===== config.mk =====
export PLATFORM = sky130hd
export DESIGN_NAME = lsu_align_flat
export DESIGN_NICKNAME = d
export VERILOG_FILES = /design/src/design/mem_pkg.sv /design/src/design/mem_bus_if.sv /design/src/design/lsu_align.sv /design/src/flat_wrapper.sv
export SDC_FILE = /design/constraint.sdc
export NUM_CORES = 1
export LEC_CHECK = 0
export BUFFER_PORTS_ARGS = -buffer_cell sky130_fd_sc_hd__buf_2
export CAP_MARGIN = 30
export CORE_AREA = 2 2 71 73
export DETAILED_ROUTE_END_ITERATION = 7
export DIE_AREA = 0 0 73 75
export HOLD_SLACK_MARGIN = 0.06
export PLACE_DENSITY = 0.87
export SKIP_LAST_GASP = 1
export SLEW_MARGIN = 30
export SYNTH_ARGS = -nofsm -noshare
export SYNTH_HDL_FRONTEND = slang
export SYNTH_SLANG_ARGS = --single-unit

===== constraint.sdc =====
create_clock -name clk -period 4.7 [get_ports clk]
set_clock_uncertainty 0.1 [all_clocks]
set_input_delay 0.94 -clock clk [delete_from_list [all_inputs] [get_ports clk]]
set_output_delay 0.94 -clock clk [all_outputs]
set_load 0.02 [all_outputs]

===== src/design/mem_pkg.sv =====
`default_nettype none

package mem_pkg;

    typedef logic [6:0]  opcode_t;
    typedef logic [2:0]  funct3_t;
    typedef logic [31:0] addr_t;
    typedef logic [31:0] word_t;
    typedef logic [3:0]  byte_en_t;
    typedef logic [1:0]  access_size_t;

    // Access size codes
    localparam access_size_t SIZE_WORD = 2'b00;
    localparam access_size_t SIZE_HALF = 2'b01;
    localparam access_size_t SIZE_BYTE = 2'b10;
    localparam access_size_t SIZE_NONE = 2'b11;

    // RV32I major opcodes for memory instructions
    localparam opcode_t OP_LOAD  = 7'b0000011;
    localparam opcode_t OP_STORE = 7'b0100011;

    // Width part of funct3, shared by loads and stores
    localparam funct3_t F3_BYTE = 3'b000;
    localparam funct3_t F3_HALF = 3'b001;
    localparam funct3_t F3_WORD = 3'b010;

    // Set for LBU and LHU
    localparam int F3_UNSIGNED_BIT = 2;

endpackage

`default_nettype wire


===== src/design/mem_bus_if.sv =====
`timescale 1ns/100ps
`default_nettype none

interface mem_bus_if
    import mem_pkg::*;
#(
    parameter int unsigned DEPTH_WORDS = 256
);

    localparam int IDX_W = $clog2(DEPTH_WORDS);

    logic             en;
    logic             we;
    logic [IDX_W-1:0] index;
    word_t            wdata;
    byte_en_t         be;
    word_t            rdata;

    modport master (
        output en, we, index, wdata, be,
        input  rdata
    );

    modport slave (
        input  en, we, index, wdata, be,
        output rdata
    );

endinterface

`default_nettype wire


===== src/design/lsu_align.sv =====
`timescale 1ns/100ps
`default_nettype none

module lsu_align
    import mem_pkg::*;
#(
    parameter int unsigned DEPTH_WORDS = 256
)(
    input  logic             clk,
    input  logic             rst_n,
    input  logic             req_valid,
    input  funct3_t          funct3,
    input  addr_t            addr,
    input  word_t            store_data,
    input  access_size_t     access_size,
    input  logic             mem_write,
    input  logic             mem_access,
    mem_bus_if.master        bus,
    output logic             load_valid,
    output word_t            load_data,
    output logic             fault
);

    localparam int IDX_W = $clog2(DEPTH_WORDS);

    logic         misaligned;
    logic         legal;
    logic         fault_next;
    byte_en_t     be_next;
    word_t        wdata_next;

    // State carried into the extension cycle
    logic [1:0]   lane_q;
    access_size_t size_q;
    logic         unsigned_q;
    logic         load_q;
    logic         fault_q;

    // Natural alignment where SIZE_NONE is never legal
    always_comb begin
        case (access_size)
            SIZE_WORD: misaligned = (addr[1:0] != 2'b00);
            SIZE_HALF: misaligned = addr[0];
            SIZE_BYTE: misaligned = 1'b0;
            default:   misaligned = 1'b1;
        endcase
    end

    assign legal      = req_valid && mem_access && !misaligned;
    assign fault_next = req_valid && mem_access && misaligned;

    // Byte enables and lane replication of store data
    always_comb begin
        case (access_size)
            SIZE_BYTE: begin
                be_next    = 4'b0001 << addr[1:0];
                wdata_next = {4{store_data[7:0]}};
            end
            SIZE_HALF: begin
                be_next    = addr[1] ? 4'b1100 : 4'b0011;
                wdata_next = {2{store_data[15:0]}};
            end
            default: begin
                be_next    = 4'b1111;
                wdata_next = store_data;
            end
        endcase
    end

    // Address bits above the RAM size are dropped, so accesses wrap
    assign bus.en    = legal;
    assign bus.we    = mem_write;
    assign bus.index = addr[IDX_W+1:2];
    assign bus.wdata = wdata_next;
    assign bus.be    = be_next;

    always_ff @(posedge clk) begin
        if (!rst_n) begin
            load_q  <= 1'b0;
            fault_q <= 1'b0;
        end else begin
            load_q  <= legal && !mem_write;
            fault_q <= fault_next;
        end
    end

    always_ff @(posedge clk) begin
        lane_q     <= addr[1:0];
        size_q     <= access_size;
        unsigned_q <= funct3[F3_UNSIGNED_BIT];
    end

    // Lane select and extension on the returned word
    always_comb begin
        logic [7:0]  byte_val;
        logic [15:0] half_val;

        byte_val = bus.rdata[lane_q*8 +: 8];
        half_val = lane_q[1] ? bus.rdata[31:16] : bus.rdata[15:0];
        case (size_q)
            SIZE_BYTE: begin
                if (unsigned_q) begin
                    load_data = {24'b0, byte_val};
                end else begin
                    load_data = {{24{byte_val[7]}}, byte_val};
                end
            end
            SIZE_HALF: begin
                if (unsigned_q) begin
                    load_data = {16'b0, half_val};
                end else begin
                    load_data = {{16{half_val[15]}}, half_val};
                end
            end
            default: load_data = bus.rdata;
        endcase
    end

    assign load_valid = load_q;
    assign fault      = fault_q;

endmodule

`default_nettype wire


===== src/flat_wrapper.sv =====
// flat-port wrapper written by rule: the top's interface ports become plain ports
module lsu_align_flat import mem_pkg::*;
#(
    parameter int unsigned DEPTH_WORDS = 256
)
  (clk, rst_n, req_valid, funct3, addr, store_data, access_size, mem_write, mem_access, load_valid, load_data, fault, bus_en, bus_we, bus_index, bus_wdata, bus_be, bus_rdata);
  mem_bus_if #(.DEPTH_WORDS(DEPTH_WORDS)) bus_i ();
  input  logic clk;
  input  logic rst_n;
  input  logic req_valid;
  input  funct3_t funct3;
  input  addr_t addr;
  input  word_t store_data;
  input  access_size_t access_size;
  input  logic mem_write;
  input  logic mem_access;
  output logic load_valid;
  output word_t load_data;
  output logic fault;
  output wire logic [$bits(bus_i.en)-1:0] bus_en;
  output wire logic [$bits(bus_i.we)-1:0] bus_we;
  output wire logic [$bits(bus_i.index)-1:0] bus_index;
  output wire logic [$bits(bus_i.wdata)-1:0] bus_wdata;
  output wire logic [$bits(bus_i.be)-1:0] bus_be;
  input wire logic [$bits(bus_i.rdata)-1:0] bus_rdata;
  assign bus_en = bus_i.en;
  assign bus_we = bus_i.we;
  assign bus_index = bus_i.index;
  assign bus_wdata = bus_i.wdata;
  assign bus_be = bus_i.be;
  assign bus_i.rdata = bus_rdata;
  lsu_align #(.DEPTH_WORDS(DEPTH_WORDS)) u_core (.clk(clk), .rst_n(rst_n), .req_valid(req_valid), .funct3(funct3), .addr(addr), .store_data(store_data), .access_size(access_size), .mem_write(mem_write), .mem_access(mem_access), .bus(bus_i), .load_valid(load_valid), .load_data(load_data), .fault(fault));
endmodule

==> metrics.md, run 1 <==
| Metric | Value |
|---|---|
| Status | completed |
| Starting Density | 0.3066 |
| Crit-path slowest cell | ha_1 |
| TNS Setup | 0 ps |
| Sw Share | 0.4813 |
| Leakage | 1.218 nW |
| Slowest stage delay, CP | about 600 ps |
| Met3 Wirelength | 440 µm |
| Combinational power share | 0.675 |
| Core ar. | 4661 µm² |
| GRT Util Overall | 0.1585 |
| Net switching power figure | about 0.22 mW |
| HP Class | in -> reg |
| Post-synthesis cell count | 221 |
| Setup CP Type | in -> out |
| Worst rel slew slack | 0.5517 |
| Synth Register Bits | 7 |
| Met2 Routed Length | 2469 µm |
| Worst-path fanout max | 20 |
| Detailed Route WL | 5127 µm |
| Boundary Pins | approximately 190 |
| Fin crit share | 0.7614 |
| Port Buffer Count | 145 |
| Remaining Overflow, GRT | 0 |
| Min Tclk post-route | 3579 ps |
| RSZ-0062 raised after global routing | no |
| CTS hold repair buffers | 0 |
| Distinct cell type count after synthesis | 30 |
| Nets | 448 |
| Met1 Routed Length | 2148 µm |
| Endpoint, Worst Hold | u_core.unsigned_q$_DFF_P_ |
| Cell area after synthesis | 1429 µm² |
| CP bufs+invs | 3 |
| DR top layer | met4 |
| Startpoint class of the critical path | input pin |
| Final hold slack | 717.7 ps |
| Pin count of the biggest net entering global routing | 37 |
| H-tree levels | 1 |
| Critical path cell sequence | buf_2 -> inv_1 -> ha_1 -> and2_1 -> a22o_1 -> buf_2 |
| Top_reg_cell synth | dfxtp_1 |
| Final setup viols | 0 |
| Max cap viols | 0 |
| Die Y | 75 µm |
| Ys Warns | 0 |
| Clock share of power | 0.181 |
| CTS clk-pin slew, worst paths | 40 ps |
| Data required time of the worst path | roughly 3700 ps |
| Hold Vio Cnt, Final | 0 |
| First-pass GRT wire length | 6941 µm |
| Cells resized by post-CTS repair | 0 |
| CTS buffer count | 3 |
| Final HPWL DP | 4225 µm |
| WP depth | 6 |
| TritonCTS clock tree | yes |
| Pre-antenna DRT Iters | 4 |
| Post-synth EDFFs | 0 |
| Peak VDD IR | between 0.08 and 0.09 mV |
| Die Area | roughly 5500 µm² |
| Clk root buf | clkbuf_8 |
| Post-route ant nets | 0 |
| Routed via count | slightly below 2,000 |
| Worst path arrival time | around 2500 ps |
| Clk sink count | 7 |
| Via/cell ratio | roughly 5 |
| Syn nets | 333 |
| Synth Area per Inst | 6.465 µm² |
| Crit. End Element | primary output |
| Postcts setup bufs | 0 |
| Share of layout cells above drive strength 1 | 0.4836 |
| Wirelength per Cell | 13.18 µm |
| Delay-heaviest family, CP | adder cells |
| Initial antenna violation count | 0 |
| 1st-iter DRT viols | 99 |
| Crit-path most repeated cell | buf_2 |
| Worst Tran Pin Value | 671.6 ps |
| Fmax | 279.4 MHz |
| Internal cell power | 0.2372 mW |
| Die W | 73 µm |
| Diode count | 0 |
| Inst Count DP | 385 |
| Clock buffer depth | 2 |
| Vias in the first global route | 1,559 |
| Non-filler cells, final | 389 |
| Register area share after synthesis | 0.09807 |
| Synth-to-layout area growth | 44.22% |
| DRC | 0 |
| Worst hold stages | 1 |
| GPL Wtd Cong | 0.7764 |
| Hold wc startpoint | funct3[2] |
| Register share of total power | 0.144 |
| Max-slew violation count | 0 |
| FFs w/ async S/R, synth | 0 |
| Pwr dens | 221.9 nW/µm² |
| Num rows | 25 |
-- logic make-up (layout without fill, tap and decap cells) --
kind of cell | after synthesis | in the layout | synth area share
AOI/OAI and AO/OA | 74 | 74 | 0.3599
adders and majority gates | 6 | 6 | 0.05254
buffers and inverters | 53 | 167 | 0.1970
DFF | 7 | 7 | 0.09807
muxes | 9 | 9 | 0.07355
and+or+nand+nor | 72 | 72 | 0.2189
-- layout make-up --
type / count / area [µm²]
Timing Repair Buffer: 147 / 740.7
Inverter: 16 / 60.06
Clock buffer: 4 / 45.04
Tap cell: 54 / 67.56
Fill cell: 486 / 2600
Multi-Input combinational cell: 161 / 1007
Sequential cell: 7 / 140.1
-- how the worst max path moves through the flow --
stage                   start       endpoint  slack [ps]
6_report       access_size[1]   bus_wdata[8]        1120
4_1_cts        access_size[1]   bus_wdata[8]        1130
3_3_place_gp   access_size[1]   bus_wdata[8]        1170
2_1_floorplan  access_size[0]  bus_wdata[29]        1440
3_5_place_dp   access_size[1]   bus_wdata[8]        1130
5_1_grt        access_size[1]   bus_wdata[8]         970
-- per-stage QoR --
step	total power, mW	instance area (µm²)	setup WS (ps)	utilization
finish	0.4573	2061	1121	0.4421
global route	0.4891	2061	972.7	0.4421
CTS	0.4594	2061	1135	0.4421
detailed placement	0.3746	2016	1132	0.4325
global placement	0.3698	2016	1174	0.4325
floorplan	0.2771	1429	1437	-
-- synth_stat cells, types with 2 or more instances --
cell type	instances	share of area
o21ai_0	4	0.014
a22o_1	8	0.049
inv_1	16	0.042
nor2_1	13	0.034
nand2b_1	2	0.0088
nand2_1	41	0.11
buf_6	2	0.016
ha_1	6	0.053
o2bb2ai_1	7	0.043
nor2b_1	10	0.044
a21oi_1	27	0.095
o22ai_1	8	0.035
buf_2	3	0.011
a32oi_1	7	0.043
and2_1	3	0.013
a22oi_1	8	0.042
buf_4	17	0.089
dfxtp_1	7	0.098
clkbuf_1	14	0.037
mux2_2	8	0.063
-- layer usage --
metal	GRT usage	vias to the layer above
li1	-	981
met1	0.1889	881
met2	0.2803	110
met3	0.04016	7
met4	0.04733	0
met5	0	-
-- sequential cells by signal, summed over array words and instances, names as in the netlist --
name,flops
u_core.unsigned_q,1
u_core.lane_q,2
u_core.size_q,2
u_core.fault,1
u_core.load_valid,1
-- power groups by stage --
stage / registers [mW] / logic, mW / clock network (mW)
after floorplan: 0.0649 / 0.212 / 0
after global placement: 0.0669 / 0.303 / 0
after detailed placement: 0.0668 / 0.308 / 0
after CTS: 0.0659 / 0.309 / 0.0850
after global routing: 0.0664 / 0.334 / 0.0886
final: 0.0659 / 0.309 / 0.0828
-- cells in the final DEF, fill, tap and decap left out, types with 8 or more instances in the layout --
cell type    n
buf_2      145
nand2_1     41
a21oi_1     27
inv_1       16
nor2_1      13
nor2b_1     10
mux2_2       8
a22oi_1      8
o22ai_1      8
a22o_1       8
Note: power is estimated with default switching activity, not from simulation.
==> run 2: changes to the inputs <==
- ABC_AREA: default -> 1
- CORE_AREA: 2 2 71 73 -> default
- CORE_MARGIN: default -> 2
- CORE_UTILIZATION: default -> 30
- DIE_AREA: 0 0 73 75 -> default
- clock period: 4.7 -> 2.93 ns (I/O delays scaled with it)
==> run 2 against run 1 <==
Cell count up 25%; clock power up 57%; die area up 2.6%; via count up 17%; worst setup slack worse by 870 ps; hold slack worse by 350 ps; first-iteration DRC count down 38%; critical endpoint is now bus_be[0].
==> metrics.md, run 2 <==
| Metric | Value |
|---|---|
| Status | completed |
| 1st-iter DRT viols | 61 |
| Die Y | 74.95 µm |
| Via/cell ratio | 4.752 |
| Routed via count | 2,319 |
| TNS Setup | 0 ps |
| Synth-to-layout area growth | 46.23% |
| Synth cell count leaders | nand2_1 (124), nor2_1 (35), inv_1 (24), o21ai_0 (22), a21oi_1 (20) |
| CTS buffer count | 3 |
| Starting Density | 0.3156 |
| Area occupied by multi-input gates | 1079 µm² |
| Cell area after synthesis | 1510 µm² |
| Dominant cell type by area after synthesis | nand2_1 |
| Num rows | 25 |
| FFs w/ async S/R, synth | 0 |
| Fin crit share | 0.9157 |
| Seq. cell area | 140.1 µm² |
| Worst-path fanout max | 25 |
| Power Total | 0.7307 mW |
| Top_reg_cell synth | dfxtp_1 |
| Worst Tran Pin Value | 561.8 ps |
| Share of layout cells above drive strength 1 | 0.4014 |
| HP Class | in -> reg |
| Post-synth EDFFs | 0 |
| Synth Register Bits | 7 |
| Fmax | 372.7 MHz |
| H-tree levels | 1 |
| Crit-path slowest cell | ha_2 |
| DRC | 0 |
| Most frequent cells in the layout | buf_2 (145), nand2_1 (124), nor2_1 (35) |
| Filler Cell Count | 517 |
| Distinct cell type count after synthesis | 19 |
| Hold Vio Cnt, Final | 0 |
| Clock buffer depth | 2 |
| GPL Wtd Cong | roughly 0.86 |
| Ys Warns | 0 |
| CTS hold repair buffers | 0 |
| Count leader, synth | nand2_1 |
| Pin count of the biggest net entering global routing | 26 |
| Crit. End Element | primary output |
| Final core utilization | 0.4614 |
| Final hold slack | 366.0 ps |
| Clk sink count | 7 |
| Die Area | about 5600 µm² |
| Min Tclk post-route | approximately 2700 ps |
| GRT Util Overall | 0.1714 |
| Vias in the first global route | 2,007 |
| Nets | 534 |
| Delay-heaviest family, CP | buffers and inverters |
| CP bufs+invs | 4 |
| Leakage | roughly 1.5 nW |
| Cells resized by post-CTS repair | 0 |
| Pre-antenna DRT Iters | 5 |
| Yosys top cell area share | 0.3082 |
| Postcts setup bufs | 0 |
| Worst path arrival time | 2000 ps |
| Port Buffer Count | 145 |
| Boundary Pins | 186 |
| Final setup viols | 0 |
| Setup crit start | access_size[1] |
| Max cap viols | 0 |
| Max-slew violation count | 0 |
| Final HPWL DP | approximately 4600 µm |
| TritonCTS clock tree | yes |
| Register area share after synthesis | 0.09279 |
| Data required time of the worst path | about 2200 ps |
| Wirelength per Cell | 11.09 µm |
| RSZ-0062 raised after global routing | no |
| Post-synthesis cell count | just under 300 |
| Synth Area per Inst | 5.068 µm² |
| Initial antenna violation count | 0 |
| Post-route ant nets | 0 |
| Worst rel slew slack | 0.6240 |
| Synth area leaders | nand2_1 (31%), buf_4 (9.4%), dfxtp_1 (9.3%) |
| Top Registers | u_core.lane_q x2, u_core.size_q x2 |
| Hold wc startpoint | funct3[2] |
| Commonest non-fill, non-tap cell in the layout | buf_2 |
| First-pass GRT wire length | 7852 µm |
| Crit-path most repeated cell | buf_2 |
| CTS clk-pin slew, worst paths | 40 ps |
| Detailed Route WL | around 5400 µm |
| Critical path cell sequence | buf_2 -> inv_1 -> ha_2 -> inv_2 -> a21oi_1 -> nand2_1 -> buf_2 |
| Peak VDD IR | 0.1493 mV |
| Diode count | 0 |
| Die W | 74.95 µm |
| Clk root buf | clkbuf_8 |
| Syn nets | 410 |
| Startpoint class of the critical path | input pin |
| Setup CP Type | in -> out |
| Pwr dens | 330.9 nW/µm² |
| Slowest stage delay, CP | 530 ps |
| Remaining Overflow, GRT | 0 |
| Core ar. | around 4800 µm² |
==> run 2: changes by cell type in the layout (fill, tap and decap cells not counted), moves of 8 or more <==
cell / before / now
inv_1: 16 / 24
nand2_1: 41 / 124
mux2_2: 8 / 0
o21ai_0: 4 / 22
a22o_1: 8 / 0
o22ai_1: 8 / 0
a22oi_1: 8 / 0
nor2b_1: 10 / 0
nand2_2: 0 / 12
nor2_1: 13 / 35
==> run 2: layout make-up <==
cell class / count / share of cell area
multi-input combinational: 234 / 0.4884
timing repair buffer: 150 / 0.3456
sequential: 7 / 0.06346
inverter: 26 / 0.04419
tap: 67 / 0.03796
clock buffer: 4 / 0.02040
==> run 2: cell families (layout without fill, tap and decap cells) <==
kind of cell    count (synthesis)  after routing  synth area share
simple gates                  176            176            0.4615
fa+ha+maj                       6              6           0.04971
buf+inv                        57            180            0.1947
flops                           7              7           0.09279
compound gates                 52             52            0.2013
==> run 2: metal layers <==
layer / GRT usage / wire (µm)
met1: 0.1648 / 1944
met2: 0.3645 / 2806
met3: 0.02677 / 593
met4: 0.04563 / 68
met5: 0 / 0
==> run 2: metrics by stage <==
step                      setup WS [ps]  instance area [µm²]  std cells
after floorplan                   530.5                 1510        298
after detailed placement          61.82                 2161        484
final                             247.1                 2208        488
after CTS                         48.98                 2206        488
after global placement            77.91                 2161        484
after global routing              119.7                 2208        488
==> run 2: path summary, 6_finish.rpt <==
check / end / slack (ps) / cells after the start
max: bus_be[0] / 250 / 7
min: u_core.unsigned_q$_DFF_P_ / 370 / 1
==> run 2: report_power, final <==
group	total [mW]	internal, mW	leakage (nW)	switching, mW
Clock	0.130	0.0936	0.0228	0.0360
Combinational	0.498	0.172	1.38	0.327
Sequential	0.103	0.100	0.0584	0.00250
Total	0.731	0.365	1.46	0.365
==> run 3: changes to the inputs <==
- ABC_CLOCK_PERIOD_IN_PS: default -> 2200
- clock period: 2.93 -> 2.2 ns (I/O delays scaled with it)
==> run 3 against run 2 <==
Hold slack worse by 140 ps; routed wire length is 9.3% higher; global-route usage is 0.17 points higher; die area stayed put; non-clock buffer count is 16 higher; worst setup slack worse by 210 ps; design area is 15% higher; core utilization is 7.0 points higher; power is 47% higher; combinational power is 54% higher; critical path type is now reg -> out; largest power group unchanged.
==> metrics.md, run 3 (synthesis results as in run 2) <==
| Metric | Value |
|---|---|
| Initial antenna violation count | 0 |
| Fmax | between 400 and 500 MHz |
| Hold wc startpoint | funct3[2] |
| HP Class | in -> reg |
| Worst rel slew slack | 0.8191 |
| DRC | 0 |
| Peak VDD IR | between 0.2 and 0.25 mV |
| Max cap viols | 0 |
| Place WS | -18.43 ps |
| Commonest non-fill, non-tap cell in the layout | buf_2 |
| H-tree levels | 1 |
| Worst-path fanout max | 8 |
| Hold Vio Cnt, Final | 0 |
| CTS clk-pin slew, worst paths | 40 ps |
| Setup CP Type | reg -> out |
| Post-route ant nets | 0 |
| Area occupied by multi-input gates | 1171 µm² |
| Die Area | 5618 µm² |
| Critical path cell sequence | inv_2 -> ha_4 -> nand2_1 -> inv_1 -> nand2_1 -> nand2_2 -> o21ai_4 -> clkbuf_16 -> nand2_2 -> buf_2 |
| Worst path arrival time | 1620 ps |
| Fin crit share | 0.9840 |
| Die Y | 74.95 µm |
| GRT Util Overall | 0.1731 |
| 1st-iter DRT viols | 84 |
| Nets | 550 |
| Wirelength per Cell | 11.73 µm |
| Min Tclk post-route | 2165 ps |
| Top Registers | u_core.lane_q x2, u_core.size_q x2 |
| Slowest stage delay, CP | 330 ps |
| Most frequent cells in the layout | buf_2 (135), nand2_1 (123), nor2_1 (31) |
| CP bufs+invs | 4 |
| Final HPWL DP | about 4600 µm |
| Clk root buf | clkbuf_8 |
| Endpoint, Worst Hold | u_core.unsigned_q$_DFF_P_ |
| Port Buffer Count | around 150 |
| Crit-path slowest cell | dfxtp_2 |
| Filler Cell Count | ~470 |
| Power Total | 1.076 mW |
| Pwr dens | about 420 nW/µm² |
| Boundary Pins | 186 |
| Data required time of the worst path | between 1500 and 2000 ps |
| RSZ-0062 raised after global routing | yes |
| Pre-antenna DRT Iters | 4 |
| Max-slew violation count | 0 |
| Diode count | 0 |
| Leakage | 1.589 nW |
| GPL Wtd Cong | 0.8392 |
| Starting Density | 0.3156 |
| CTS hold repair buffers | 0 |
| Num rows | 25 |
| Detailed Route WL | around 6000 µm |
| First-pass GRT wire length | ~8000 µm |
| Routed via count | 2,455 |
| Synth-to-layout area growth | 68.27% |
| Clk sink count | 7 |
| Status | completed |
| Worst hold stages | 1 |
| Seq. cell area | 146.4 µm² |
| Delay-heaviest family, CP | buffers and inverters |
| PnR worst setup slack | 35.18 ps |
| Remaining Overflow, GRT | 0 |
| TritonCTS clock tree | yes |
| CTS buffer count | 3 |
| Worst Tran Pin Value | around 270 ps |
| Final setup viols | 0 |
| Clock buffer depth | 2 |
| Via/cell ratio | about 4.9 |
| Share of layout cells above drive strength 1 | 0.4691 |
| Pin count of the biggest net entering global routing | 20 |
| Core ar. | 4786 µm² |
| Die W | ~75 µm |
| Crit. End Element | primary output |
| Startpoint class of the critical path | register |
| Vias in the first global route | 2,103 |
[run 3: final cells by class]
class	instances	share of cell area
repair buffers	166	0.3909
clock buffers	4	0.01773
flip-flops and latches	7	0.05761
well taps	67	0.03299
inverters	26	0.03988
multi-input cells	234	0.4609
[run 3: routing by layer]
| layer | share of wire | GRT usage | up-vias | routed length, µm |
|---|---|---|---|---|
| li1 | - | - | 1196 | - |
| met1 | 0.34 | 0.1640 | 1086 | 1996 |
| met2 | 0.54 | 0.3674 | 161 | 3166 |
| met3 | 0.11 | 0.02544 | 12 | 621 |
| met4 | 0.022 | 0.05556 | 0 | 129 |
| met5 | 0 | 0 | - | 0 |
[run 3: where the power goes]
part	leakage [nW]	switching (mW)	internal [mW]	total (mW)
sequential	0.0588	0.00470	0.133	0.138
clock	0.0228	0.0468	0.125	0.171
combinational	1.51	0.467	0.300	0.767
[run 3: per-stage QoR]
stage               TNS, ps  utilization  instances  area, µm²  hold slack, ps
floorplan                 0            -        298       1510           367.7
global placement          0       0.4797        497       2296           444.9
detailed placement   -33.52       0.4797        497       2296           445.2
CTS                  -13.27       0.4939        501       2364           218.5
global route         -221.3       0.5310        504       2541           223.2
finish                    0       0.5310        504       2541           221.6
[run 3: worst max path at each step]
| stage | from | end | slack [ps] | cells past startpoint |
|---|---|---|---|---|
| floorplan | u_core.size_q[0]$_DFF_P_ | load_data[11] | 80 | 7 |
| global placement | access_size[0] | bus_wdata[24] | 9 | 9 |
| detailed placement | access_size[0] | bus_wdata[26] | -20 | 9 |
| CTS | u_core.size_q[0]$_DFF_P_ | load_data[12] | -10 | 9 |
| global route | access_size[0] | bus_wdata[11] | -30 | 9 |
| finish | u_core.size_q[0]$_DFF_P_ | load_data[30] | 40 | 10 |
[run 3: timing repair]
item | in CTS | in global routing
gates resized for setup | 4 | 45
pin swaps | 0 | 2
cloned | 0 | 1
endpoints found under the setup margin | 33 | 48
setup buffers | 0 | 2
